File: src/hw/csr_pkg.sv
/*
  Machine-mode CSR definitions for an RV32 core without S or U mode.
  mpp is fixed to machine mode and is not stored in mstatus_t.
  Counter group prefixes are the upper 7 bits of the CSR address.
*/
`default_nettype none

package csr_pkg;

  // implemented CSR numbers
  typedef enum logic [11:0] {
    CSR_MSTATUS       = 12'h300,
    CSR_MISA          = 12'h301,
    CSR_MTVEC         = 12'h305,
    CSR_MCOUNTINHIBIT = 12'h320,
    CSR_MSCRATCH      = 12'h340,
    CSR_MEPC          = 12'h341,
    CSR_MCAUSE        = 12'h342,
    CSR_MTVAL         = 12'h343,
    CSR_MCYCLE        = 12'hB00,
    CSR_MINSTRET      = 12'hB02,
    CSR_MCYCLEH       = 12'hB80,
    CSR_MINSTRETH     = 12'hB82,
    CSR_MHARTID       = 12'hF14
  } csr_num_e;

  // counter group bases, as address prefixes
  // event setup 0x320, counter low 0xB00, counter high 0xB80
  localparam logic [6:0] CsrGrpEvent    = 7'h19;
  localparam logic [6:0] CsrGrpCounter  = 7'h58;
  localparam logic [6:0] CsrGrpCounterH = 7'h5C;

  // one address word, seen as a CSR number or as group plus counter index
  typedef union packed {
    csr_num_e num;
    struct packed {
      logic [6:0] grp;
      logic [4:0] idx;
    } hpm;
  } csr_addr_u;

  typedef enum logic [1:0] {
    CSR_OP_READ  = 2'b00,
    CSR_OP_WRITE = 2'b01,
    CSR_OP_SET   = 2'b10,
    CSR_OP_CLEAR = 2'b11
  } csr_op_e;

  typedef struct packed {
    logic mie;
    logic mpie;
  } mstatus_t;

  localparam int unsigned MstatusMieBit  = 3;
  localparam int unsigned MstatusMpieBit = 7;

  // address bits 11:10 for read-only CSRs
  localparam logic [1:0] CsrReadOnlyBits = 2'b11;

  // C, I, X and MXL=1, without M
  localparam logic [31:0] MisaValue = 32'h4080_0104;

  function automatic logic [31:0] misa_with_m(input bit rv32m);
    return MisaValue | (32'(rv32m) << 12);
  endfunction

endpackage

`default_nettype wire

File: src/hw/hpm_pkg.sv
/*
  Hardware performance monitor constants.
  Events are hardwired to counter indices 3 and up, in struct field order
  from the least significant bit.
*/
`default_nettype none

package hpm_pkg;

  // architectural counter indices
  localparam int unsigned HpmSlots      = 32;
  localparam int unsigned HpmIdxCycle   = 0;
  localparam int unsigned HpmIdxInstret = 2;
  localparam int unsigned HpmFirstEvent = 3;

  // hardwired events, one per configurable counter
  localparam int unsigned HpmMaxEvents  = 8;

  typedef struct packed {
    logic compressed;
    logic branch_taken;
    logic branch;
    logic jump;
    logic store;
    logic load;
    logic imiss;
    logic lsu_busy;
  } hpm_event_t;

endpackage

`default_nettype wire

File: src/hw/hpm_ctrl_if.sv
/*
  Counter write path from the CSR logic to the counter bank.
  Strobes are one-hot over the counter index and last one cycle.
*/
`timescale 1ns/1ps
`default_nettype none

interface hpm_ctrl_if;

  logic [31:0] we_lo;
  logic [31:0] we_hi;
  logic        inhibit_we;
  logic [31:0] wdata;

  modport csr (
    output we_lo, we_hi, inhibit_we, wdata
  );

  modport bank (
    input we_lo, we_hi, inhibit_we, wdata
  );

endinterface

`default_nettype wire

File: src/hw/csr_machine_regs.sv
/*
  Machine-mode CSRs with address decode and set/clear operations.
  Writes commit when instr_new_id_i is high; trap save wins over them.
  Counter values come in from the bank, this block only decodes them.
  mhpmevent registers are hardwired and ignore writes.
*/
`timescale 1ns/1ps
`default_nettype none

module csr_machine_regs
  import csr_pkg::*;
  import hpm_pkg::*;
#(
  parameter int unsigned HpmCounterNum = 8,
  parameter bit          Rv32m         = 1'b0
) (
  input  wire logic        clk_i,
  input  wire logic        rst_ni,
  input  wire logic        csr_access_i,
  input  wire logic        instr_new_id_i,
  input  wire csr_addr_u   csr_addr_i,
  input  wire csr_op_e     csr_op_i,
  input  wire logic [31:0] csr_wdata_i,
  input  wire logic [31:0] hpm_rdata_i,
  input  wire logic [31:0] hpm_inhibit_i,
  input  wire logic [9:0]  hartid_i,
  input  wire logic        csr_save_cause_i,
  input  wire logic        csr_restore_mret_i,
  input  wire logic [31:0] pc_i,
  input  wire logic [5:0]  csr_mcause_i,
  input  wire logic [31:0] csr_mtval_i,
  output logic [31:0]      csr_rdata_o,
  output logic             illegal_csr_insn_o,
  output logic             m_irq_enable_o,
  output logic [31:0]      csr_mepc_o,
  output logic [31:0]      csr_mtvec_o,
  output logic [4:0]       hpm_idx_o,
  output logic             hpm_hi_o,
  hpm_ctrl_if.csr          hpm_ctrl_o
);

  mstatus_t    mstatus_q, mstatus_d;
  logic [31:0] mscratch_q, mscratch_d;
  logic [31:0] mtvec_q, mtvec_d;
  logic [31:0] mepc_q, mepc_d;
  logic [5:0]  mcause_q, mcause_d;
  logic [31:0] mtval_q, mtval_d;

  logic [6:0]  csr_grp;
  logic [4:0]  csr_idx;
  logic        evt_present;
  logic        cnt_present;
  logic        unknown_csr;
  logic        illegal_write;
  logic        csr_wreq;
  logic        csr_we;
  logic [31:0] rdata;
  logic [31:0] wdata_int;

  ////////////////////////////////////////////////////////////
  // decode and read
  ////////////////////////////////////////////////////////////

  assign csr_grp = csr_addr_i.hpm.grp;
  assign csr_idx = csr_addr_i.hpm.idx;

  // index 1 is the reserved mtime slot
  assign evt_present = (int'(csr_idx) >= HpmFirstEvent) &&
                       (int'(csr_idx) < HpmFirstEvent + HpmCounterNum);
  assign cnt_present = evt_present || (int'(csr_idx) == HpmIdxCycle) ||
                       (int'(csr_idx) == HpmIdxInstret);

  assign hpm_idx_o = csr_idx;
  assign hpm_hi_o  = (csr_grp == CsrGrpCounterH);

  always_comb begin
    rdata       = '0;
    unknown_csr = 1'b0;
    unique case (csr_addr_i.num)
      CSR_MHARTID:  rdata = {22'b0, hartid_i};
      CSR_MISA:     rdata = misa_with_m(Rv32m);
      // mpp always reads as machine mode
      CSR_MSTATUS:  rdata = {19'b0, 2'b11, 3'b0, mstatus_q.mpie, 3'b0, mstatus_q.mie, 3'b0};
      CSR_MSCRATCH: rdata = mscratch_q;
      CSR_MTVEC:    rdata = mtvec_q;
      CSR_MEPC:     rdata = mepc_q;
      CSR_MCAUSE:   rdata = {mcause_q[5], 26'b0, mcause_q[4:0]};
      CSR_MTVAL:    rdata = mtval_q;
      CSR_MCOUNTINHIBIT: rdata = hpm_inhibit_i;
      CSR_MCYCLE, CSR_MCYCLEH, CSR_MINSTRET, CSR_MINSTRETH: rdata = hpm_rdata_i;
      default: begin
        if (csr_grp == CsrGrpCounter || csr_grp == CsrGrpCounterH) begin
          rdata       = hpm_rdata_i;
          unknown_csr = !cnt_present;
        end else if (csr_grp == CsrGrpEvent) begin
          // hardwired selector, one event per counter
          rdata       = evt_present ? (32'd1 << csr_idx) : 32'd0;
          unknown_csr = !evt_present;
        end else begin
          unknown_csr = 1'b1;
        end
      end
    endcase
  end

  assign csr_rdata_o = rdata;

  ////////////////////////////////////////////////////////////
  // operation and write enable
  ////////////////////////////////////////////////////////////

  always_comb begin
    csr_wreq = 1'b1;
    unique case (csr_op_i)
      CSR_OP_WRITE: wdata_int = csr_wdata_i;
      CSR_OP_SET:   wdata_int = csr_wdata_i | rdata;
      CSR_OP_CLEAR: wdata_int = ~csr_wdata_i & rdata;
      default: begin
        wdata_int = csr_wdata_i;
        csr_wreq  = 1'b0;
      end
    endcase
  end

  // misa is read-only too, although it lies outside the read-only field
  assign illegal_write      = csr_wreq && ((csr_addr_i.num[11:10] == CsrReadOnlyBits) ||
                                           (csr_addr_i.num == CSR_MISA));
  assign illegal_csr_insn_o = csr_access_i && (unknown_csr || illegal_write);

  assign csr_we = csr_access_i && instr_new_id_i && csr_wreq &&
                  !illegal_csr_insn_o && !csr_save_cause_i;

  // counter and inhibit strobes
  always_comb begin
    hpm_ctrl_o.we_lo      = '0;
    hpm_ctrl_o.we_hi      = '0;
    hpm_ctrl_o.inhibit_we = 1'b0;
    if (csr_we) begin
      if (csr_addr_i.num == CSR_MCOUNTINHIBIT) begin
        hpm_ctrl_o.inhibit_we = 1'b1;
      end else if (csr_grp == CsrGrpCounter) begin
        hpm_ctrl_o.we_lo[csr_idx] = 1'b1;
      end else if (csr_grp == CsrGrpCounterH) begin
        hpm_ctrl_o.we_hi[csr_idx] = 1'b1;
      end
    end
  end

  assign hpm_ctrl_o.wdata = wdata_int;

  ////////////////////////////////////////////////////////////
  // machine registers
  ////////////////////////////////////////////////////////////

  always_comb begin
    mstatus_d  = mstatus_q;
    mscratch_d = mscratch_q;
    mtvec_d    = mtvec_q;
    mepc_d     = mepc_q;
    mcause_d   = mcause_q;
    mtval_d    = mtval_q;

    if (csr_we) begin
      unique case (csr_addr_i.num)
        CSR_MSTATUS: begin
          mstatus_d.mie  = wdata_int[MstatusMieBit];
          mstatus_d.mpie = wdata_int[MstatusMpieBit];
        end
        CSR_MSCRATCH: mscratch_d = wdata_int;
        CSR_MTVEC:    mtvec_d    = {wdata_int[31:1], 1'b0};
        CSR_MEPC:     mepc_d     = {wdata_int[31:1], 1'b0};
        CSR_MCAUSE:   mcause_d   = {wdata_int[31], wdata_int[4:0]};
        CSR_MTVAL:    mtval_d    = wdata_int;
        default: ;
      endcase
    end

    // trap entry and return
    if (csr_save_cause_i) begin
      mstatus_d.mpie = mstatus_q.mie;
      mstatus_d.mie  = 1'b0;
      mepc_d         = {pc_i[31:1], 1'b0};
      mcause_d       = csr_mcause_i;
      mtval_d        = csr_mtval_i;
    end else if (csr_restore_mret_i) begin
      mstatus_d.mie  = mstatus_q.mpie;
      mstatus_d.mpie = 1'b1;
    end
  end

  always_ff @(posedge clk_i or negedge rst_ni) begin
    if (!rst_ni) begin
      mstatus_q  <= '0;
      mscratch_q <= '0;
      mtvec_q    <= '0;
      mepc_q     <= '0;
      mcause_q   <= '0;
      mtval_q    <= '0;
    end else begin
      mstatus_q  <= mstatus_d;
      mscratch_q <= mscratch_d;
      mtvec_q    <= mtvec_d;
      mepc_q     <= mepc_d;
      mcause_q   <= mcause_d;
      mtval_q    <= mtval_d;
    end
  end

  assign m_irq_enable_o = mstatus_q.mie;
  assign csr_mepc_o     = mepc_q;
  assign csr_mtvec_o    = mtvec_q;

endmodule

`default_nettype wire

File: src/hw/hpm_event_select.sv
/*
  mcountinhibit and per-counter increment enables.
  Bit 1 of mcountinhibit is always zero; absent counters read as inhibited.
*/
`timescale 1ns/1ps
`default_nettype none

module hpm_event_select
  import hpm_pkg::*;
#(
  parameter int unsigned HpmCounterNum = 8
) (
  input  wire logic       clk_i,
  input  wire logic       rst_ni,
  input  wire logic       instr_ret_i,
  input  wire hpm_event_t events_i,
  input  wire logic       pc_set_i,
  hpm_ctrl_if.bank        hpm_ctrl_i,
  output logic [31:0]     incr_o,
  output logic [31:0]     inhibit_o
);

  logic [31:0]             inhibit_q;
  logic [HpmSlots-1:0]     absent;
  logic [HpmSlots-1:0]     incr_raw;
  logic [HpmMaxEvents-1:0] event_vec;

  always_ff @(posedge clk_i or negedge rst_ni) begin
    if (!rst_ni) begin
      inhibit_q <= '0;
    end else if (hpm_ctrl_i.inhibit_we) begin
      inhibit_q <= {hpm_ctrl_i.wdata[31:2], 1'b0, hpm_ctrl_i.wdata[0]};
    end
  end

  // imiss excludes the cycles where the pc is redirected
  assign event_vec = {events_i.compressed, events_i.branch_taken, events_i.branch,
                      events_i.jump, events_i.store, events_i.load,
                      events_i.imiss & ~pc_set_i, events_i.lsu_busy};

  always_comb begin
    incr_raw                = '0;
    incr_raw[HpmIdxCycle]   = 1'b1;
    incr_raw[HpmIdxInstret] = instr_ret_i;
    for (int i = 0; i < HpmMaxEvents; i++) begin
      if (i < HpmCounterNum) begin
        incr_raw[HpmFirstEvent + i] = event_vec[i];
      end
    end
  end

  always_comb begin
    for (int i = 0; i < HpmSlots; i++) begin
      absent[i] = (i >= HpmFirstEvent + HpmCounterNum);
    end
  end

  assign inhibit_o = inhibit_q | absent;
  assign incr_o    = incr_raw & ~inhibit_o;

endmodule

`default_nettype wire

File: src/hw/hpm_counter.sv
/*
  One performance counter, 64 bits wide and masked to Width bits.
  Width must be 33 to 64. A half write wins over the increment
  of the same cycle; bits above Width are dropped.
*/
`timescale 1ns/1ps
`default_nettype none

module hpm_counter #(
  parameter int unsigned Width = 64,
  parameter int unsigned Idx   = 0
) (
  input  wire logic   clk_i,
  input  wire logic   rst_ni,
  input  wire logic   incr_i,
  hpm_ctrl_if.bank    hpm_ctrl_i,
  output logic [63:0] count_o
);

  localparam logic [63:0] Mask = {64{1'b1}} >> (64 - Width);

  logic [63:0] count_q;
  logic [63:0] count_d;

  always_comb begin
    if (hpm_ctrl_i.we_lo[Idx]) begin
      count_d = {count_q[63:32], hpm_ctrl_i.wdata};
    end else if (hpm_ctrl_i.we_hi[Idx]) begin
      count_d = {hpm_ctrl_i.wdata, count_q[31:0]};
    end else if (incr_i) begin
      count_d = count_q + 64'd1;
    end else begin
      count_d = count_q;
    end
  end

  always_ff @(posedge clk_i or negedge rst_ni) begin
    if (!rst_ni) begin
      count_q <= '0;
    end else begin
      count_q <= count_d & Mask;
    end
  end

  assign count_o = count_q;

endmodule

`default_nettype wire

File: src/hw/hpm_read_mux.sv
/*
  Read select over the counter bank.
  Reserved index 1 and indices past the configured counters read as zero.
*/
`timescale 1ns/1ps
`default_nettype none

module hpm_read_mux
  import hpm_pkg::*;
#(
  parameter int unsigned HpmCounterNum = 8
) (
  input  wire logic [63:0] counts_i [HpmSlots],
  input  wire logic [4:0]  idx_i,
  input  wire logic        hi_i,
  output logic [31:0]      rdata_o
);

  logic        present;
  logic [63:0] sel;

  assign present = (int'(idx_i) == HpmIdxCycle) || (int'(idx_i) == HpmIdxInstret) ||
                   ((int'(idx_i) >= HpmFirstEvent) &&
                    (int'(idx_i) < HpmFirstEvent + HpmCounterNum));

  always_comb begin
    if (present) begin
      sel = counts_i[idx_i];
    end else begin
      sel = '0;
    end
  end

  // upper or lower word
  assign rdata_o = hi_i ? sel[63:32] : sel[31:0];

endmodule

`default_nettype wire

File: src/hw/csr_file_top.sv
/*
  Machine CSR file with performance counters, plain ports only.
  HpmCounterNum is 0 to 8, HpmCounterWidth is 33 to 64.
  mcycle and minstret are always 64 bits wide.
*/
`timescale 1ns/1ps
`default_nettype none

module csr_file_top
  import csr_pkg::*;
  import hpm_pkg::*;
#(
  parameter int unsigned HpmCounterNum   = 8,
  parameter int unsigned HpmCounterWidth = 40,
  parameter bit          Rv32m           = 1'b0
) (
  input  wire logic        clk_i,
  input  wire logic        rst_ni,
  // CSR access
  input  wire logic        csr_access_i,
  input  wire logic [11:0] csr_addr_i,
  input  wire logic [1:0]  csr_op_i,
  input  wire logic [31:0] csr_wdata_i,
  input  wire logic        instr_new_id_i,
  input  wire logic [9:0]  hartid_i,
  // trap control
  input  wire logic        csr_save_cause_i,
  input  wire logic        csr_restore_mret_i,
  input  wire logic [31:0] pc_i,
  input  wire logic [5:0]  csr_mcause_i,
  input  wire logic [31:0] csr_mtval_i,
  // core events
  input  wire logic        instr_ret_i,
  input  wire logic        pc_set_i,
  input  wire logic        lsu_busy_i,
  input  wire logic        imiss_i,
  input  wire logic        mem_load_i,
  input  wire logic        mem_store_i,
  input  wire logic        jump_i,
  input  wire logic        branch_i,
  input  wire logic        branch_taken_i,
  input  wire logic        instr_ret_compressed_i,
  output logic [31:0]      csr_rdata_o,
  output logic             illegal_csr_insn_o,
  output logic             m_irq_enable_o,
  output logic [31:0]      csr_mepc_o,
  output logic [31:0]      csr_mtvec_o
);

  hpm_ctrl_if hpm_ctrl ();

  hpm_event_t  events;
  logic [31:0] hpm_rdata;
  logic [31:0] hpm_inhibit;
  logic [31:0] hpm_incr;
  logic [4:0]  hpm_idx;
  logic        hpm_hi;
  logic [63:0] counts [HpmSlots];

  assign events.lsu_busy     = lsu_busy_i;
  assign events.imiss        = imiss_i;
  assign events.load         = mem_load_i;
  assign events.store        = mem_store_i;
  assign events.jump         = jump_i;
  assign events.branch       = branch_i;
  assign events.branch_taken = branch_taken_i;
  assign events.compressed   = instr_ret_compressed_i;

  csr_machine_regs #(
    .HpmCounterNum (HpmCounterNum),
    .Rv32m         (Rv32m)
  ) u_machine_regs (
    .clk_i              (clk_i),
    .rst_ni             (rst_ni),
    .csr_access_i       (csr_access_i),
    .instr_new_id_i     (instr_new_id_i),
    .csr_addr_i         (csr_addr_u'(csr_addr_i)),
    .csr_op_i           (csr_op_e'(csr_op_i)),
    .csr_wdata_i        (csr_wdata_i),
    .hpm_rdata_i        (hpm_rdata),
    .hpm_inhibit_i      (hpm_inhibit),
    .hartid_i           (hartid_i),
    .csr_save_cause_i   (csr_save_cause_i),
    .csr_restore_mret_i (csr_restore_mret_i),
    .pc_i               (pc_i),
    .csr_mcause_i       (csr_mcause_i),
    .csr_mtval_i        (csr_mtval_i),
    .csr_rdata_o        (csr_rdata_o),
    .illegal_csr_insn_o (illegal_csr_insn_o),
    .m_irq_enable_o     (m_irq_enable_o),
    .csr_mepc_o         (csr_mepc_o),
    .csr_mtvec_o        (csr_mtvec_o),
    .hpm_idx_o          (hpm_idx),
    .hpm_hi_o           (hpm_hi),
    .hpm_ctrl_o         (hpm_ctrl)
  );

  hpm_event_select #(
    .HpmCounterNum (HpmCounterNum)
  ) u_event_select (
    .clk_i       (clk_i),
    .rst_ni      (rst_ni),
    .instr_ret_i (instr_ret_i),
    .events_i    (events),
    .pc_set_i    (pc_set_i),
    .hpm_ctrl_i  (hpm_ctrl),
    .incr_o      (hpm_incr),
    .inhibit_o   (hpm_inhibit)
  );

  ////////////////////////////////////////////////////////////
  // counter bank
  ////////////////////////////////////////////////////////////

  for (genvar i = 0; i < HpmSlots; i++) begin : g_slot
    if (i == HpmIdxCycle || i == HpmIdxInstret ||
        (i >= HpmFirstEvent && i < HpmFirstEvent + HpmCounterNum)) begin : g_counter
      hpm_counter #(
        .Width ((i < HpmFirstEvent) ? 64 : HpmCounterWidth),
        .Idx   (i)
      ) u_counter (
        .clk_i      (clk_i),
        .rst_ni     (rst_ni),
        .incr_i     (hpm_incr[i]),
        .hpm_ctrl_i (hpm_ctrl),
        .count_o    (counts[i])
      );
    end else begin : g_absent
      assign counts[i] = '0;
    end
  end

  hpm_read_mux #(
    .HpmCounterNum (HpmCounterNum)
  ) u_read_mux (
    .counts_i (counts),
    .idx_i    (hpm_idx),
    .hi_i     (hpm_hi),
    .rdata_o  (hpm_rdata)
  );

endmodule

`default_nettype wire

File: config.mk
export PLATFORM = sky130hd
export DESIGN_NAME = csr_file_top
export DESIGN_NICKNAME = d
export VERILOG_FILES = /design/src/hw/csr_pkg.sv /design/src/hw/hpm_pkg.sv /design/src/hw/hpm_ctrl_if.sv /design/src/hw/csr_machine_regs.sv /design/src/hw/hpm_event_select.sv /design/src/hw/hpm_counter.sv /design/src/hw/hpm_read_mux.sv /design/src/hw/csr_file_top.sv
export SDC_FILE = /design/constraint.sdc
export NUM_CORES = 2
export LEC_CHECK = 0
export BUFFER_PORTS_ARGS = -buffer_cell sky130_fd_sc_hd__buf_2
export CAP_MARGIN = 20
export CORE_ASPECT_RATIO = 1.1
export CORE_MARGIN = 4
export CORE_UTILIZATION = 45
export CTS_BUF_LIST = sky130_fd_sc_hd__clkbuf_2 sky130_fd_sc_hd__clkbuf_4 sky130_fd_sc_hd__clkbuf_8
export DETAILED_ROUTE_END_ITERATION = 10
export MAX_ROUTING_LAYER = met4
export SLEW_MARGIN = 20
export SYNTH_ARGS = -nofsm -noshare
export SYNTH_HDL_FRONTEND = slang
export SYNTH_SLANG_ARGS = --single-unit
File: constraint.sdc
create_clock -name clk_i -period 6.1 [get_ports clk_i]
set_input_delay 0.305 -clock clk_i [delete_from_list [all_inputs] [get_ports clk_i]]
set_output_delay 0.305 -clock clk_i [all_outputs]
set_load 0.01 [all_outputs]
==> metrics.md <==
| Metric | Value |
|---|---|
| CP Data Arrival Time | `4.24 ns` |
| Vias after detailed routing | `41,000` |
| Critical Path Most Common Cell | `buf_4` |
| RSZ-0062 raised after global routing | `false` |
| Top cells by count, synth | `592 x dfrtp_1, 391 x nand2_1, 391 x nor2_1` |
| Post-synthesis cell count | `4,484` |
| Synth area leaders | `dfrtp_1 38%, a21oi_1 4.9%, xnor2_1 4.5%` |
| Register clock-pin slew on the reported worst setup and hold paths | `0.06 ns` |
| Max Slew Vio Count | `0` |
| CP Cell Sequence | `buf_6 -> buf_4 -> buf_4 -> mux2_2 -> a221oi_1 -> o32ai_1 -> o221ai_1 -> nand4_1 -> buf_2` |
| Placer Congestion | `1.08` |
| Post-CTS sizing | `0` |
| Cells on worst reg2reg path | `8` |
| Clk buf depth | `3` |
| Die Ht | `317 um` |
| Crit path largest cell delay | `0.68 ns` |
| PortBufs | `236` |
| Largest net degree at the start of global routing | `137` |
| CTS tree | `done` |
| Clk sinks | `592` |
| Synth Cell Area | `0.0391 mm2` |
| Final hold vios | `0` |
| CP Depth | `9` |
| Die X | `289 um` |
| Top cell type's share of synthesized area | `37.9%` |
| Crit path time final | `4.55 ns` |
| DRC viols | `0` |
| Core Area | `0.0862 mm2` |
| FF+latch count, synth | `592` |
| CP Buf/Inv Count | `4` |
| Ys Warns | `0` |
| I/O pins | `240` |
| Hold WS | `0.0428 ns` |
| Initial DRC Count | `6,204` |
| Worst EP required | `5.79 ns` |
| GRT Total Usage | `42.8%` |
| Slew @ Worst Pin | `1.20 ns` |
| Tcrit/Tclk final | `74.6%` |
| Post-DR vias/cell | `6.85` |
| Insertion delay to the later sink of the worst-skew pair | `0.82 ns` |
| Final WL | `195,000 um` |
| Worst min path class | `in2reg` |
| Yosys top cell by area | `dfrtp_1` |
| Peak supply drop | `0.226 mV` |
| Clock skew | `0.0770 ns` |
| Die area | `0.0917 mm2` |
| Final Setup Violations | `0` |
| Crit end category | `output port` |
| CTS root buffer | `clkbuf_8` |
| Slowest CP cell | `o221ai_1` |
| First-pass GRT wire length | `277,000 um` |
| Crit start category | `primary input` |
| Sequential fraction of the synthesis area | `37.9%` |
| Layout fillers | `8,340` |
| Fmax | `220 MHz` |
| Post-CTS setup buffer count | `0` |
| CTS Buf Count | `109` |
| Final setup TNS | `0 ns` |
| Number of global-route vias before repair | `38,100` |
| Most common cell in the netlist | `dfrtp_1` |
| Ratio of total power to cell area | `241 mW/mm2` |
| Status | `finished, final reports clean` |
| Yosys cell types | `114` |
| Top_reg_cell synth | `dfrtp_1` |
| Max-cap violations | `0` |
| WL/cell | `32.6 um` |
| Critical path class | `in2out` |
| Number of synthesized flops with an enable pin | `0` |
| Initial antenna violation count | `17` |
| Antenna viol nets, final | `0` |
| Average cell area after synthesis | `8.72 um2` |
| Crit-path max FO | `55` |
| Layout cell share with drive strength beyond 1 | `16.4%` |
| Asr flop ratio synth | `100%` |
| Nets | `4,889` |
| Starting Density | `45.3%` |
| CP top delay family | `buffers and inverters` |
| H-tree depth | `3` |
| Pre-antenna DRT Iters | `6` |
| Layout overhead on the synthesized area | `14.4%` |
| Cell Rows | `113` |
| Hold path depth | `5` |
| Hpwl dp | `140,000 um` |
| Total leakage power | `18.5 nW` |
| Max_slew headroom | `19.7%` |
| Grt total ovfl | `0` |
[what timing repair did]
item / in CTS / in global routing
hold endpoints to repair: 144 / 0
setup endpoints to repair: 0 / 0
hold buffers: 82 / 0
[final timing paths]
path | startpoint | slack (ns) | end
hold reg to reg | u_machine_regs.mscratch_q[5] | 0.48 | u_machine_regs.mscratch_q[5]
setup reg to reg | u_machine_regs.csr_mepc_o[6] | 2.22 | g_slot[0].g_counter.u_counter.count_o[38]
setup / recovery | csr_addr_i[0] | 1.55 | csr_rdata_o[5]
max in group asynchronous | rst_ni | 4.67 | g_slot[7].g_counter.u_counter.count_o[32]
min in group asynchronous | rst_ni | 0.13 | g_slot[10].g_counter.u_counter.count_o[10]
hold / removal | instr_ret_compressed_i | 0.04 | g_slot[10].g_counter.u_counter.count_o[33]
[worst register-to-register path: stages, from the launching register on]
cell       delay, ns
dfrtp_1         0.44
mux2_2          0.31
a32oi_1         0.24
o2bb2ai_1       0.11
a211oi_1        0.79
o21ai_1         0.27
a31oi_4         1.03
buf_4           0.43
a221oi_1        0.14
[cells in the final DEF, fill, tap and decap left out, drive strengths merged, types with 137 or more instances in the layout]
cell,Yosys,final
dfrtp,592,592
nor2,402,402
a21oi,398,398
nand2,393,393
buf,181,381
o21ai,356,356
nand3,226,226
xnor2,200,200
clkbuf,141,166
nand4,137,137
[per-layer routing]
metal,vias to the layer above,share of wire (%),wire length [um],global-route usage [%]
met2,2723,42,82200,60.2
met1,20300,37,73100,53.9
met5,-,0,0,-
met4,0,8.3,16300,28.6
li1,17300,-,-,-
met3,704,12,23700,11.7
[registers in the layout, indices dropped and copies added, names as in the netlist]
name,cells
g_slot.g_counter.u_counter.count_o,448
u_event_select.inhibit_q,10
u_machine_regs.csr_mepc_o,31
u_machine_regs.csr_mtvec_o,31
u_machine_regs.m_irq_enable_o,1
u_machine_regs.mcause_q,6
u_machine_regs.mscratch_q,32
u_machine_regs.mstatus_q,1
u_machine_regs.mtval_q,32
[power by group]
part	switching, W	internal [W]
Clock	0.00196	0.00242
Sequential	0.000414	0.00420
Combinational	0.00115	0.000633
[kinds of logic after synthesis]
logic type	after synthesis	share of synthesized area, %
simple gates	1717	22.5
compound gates	1312	22.4
flops	592	37.9
buf+inv	401	5.11
xor+xnor	301	6.74
mux	150	5.10
fa+ha+maj	10	0.320
other cells	1	0.00959
[cell type report]
class                      count  area (um2)  share of cell area (%)
clock inverter                32         337                   0.753
tap                         1150        1440                    3.22
clock buffer                 166        2100                    4.70
multi-input combinational   3492       22500                    50.3
timing repair buffer         463        3200                    7.17
sequential                   592       14800                    33.1
antenna                       15        37.5                  0.0840
inverter                      79         297                   0.663
[stage by stage]
step / worst slack, ns / cells / utilization [%] / power, W / cell area [um2]
floorplan: 3.49 / 4485 / - / 0.00550 / 39100
global placement: 1.34 / 5692 / 48.0 / 0.00631 / 41400
detailed placement: 1.41 / 5693 / 48.0 / 0.00633 / 41400
CTS: 1.88 / 5973 / 51.8 / 0.0107 / 44600
global route: 1.64 / 5987 / 51.8 / 0.0111 / 44700
finish: 1.55 / 5989 / 51.8 / 0.0108 / 44700
Note: power is estimated with default switching activity, not from simulation.
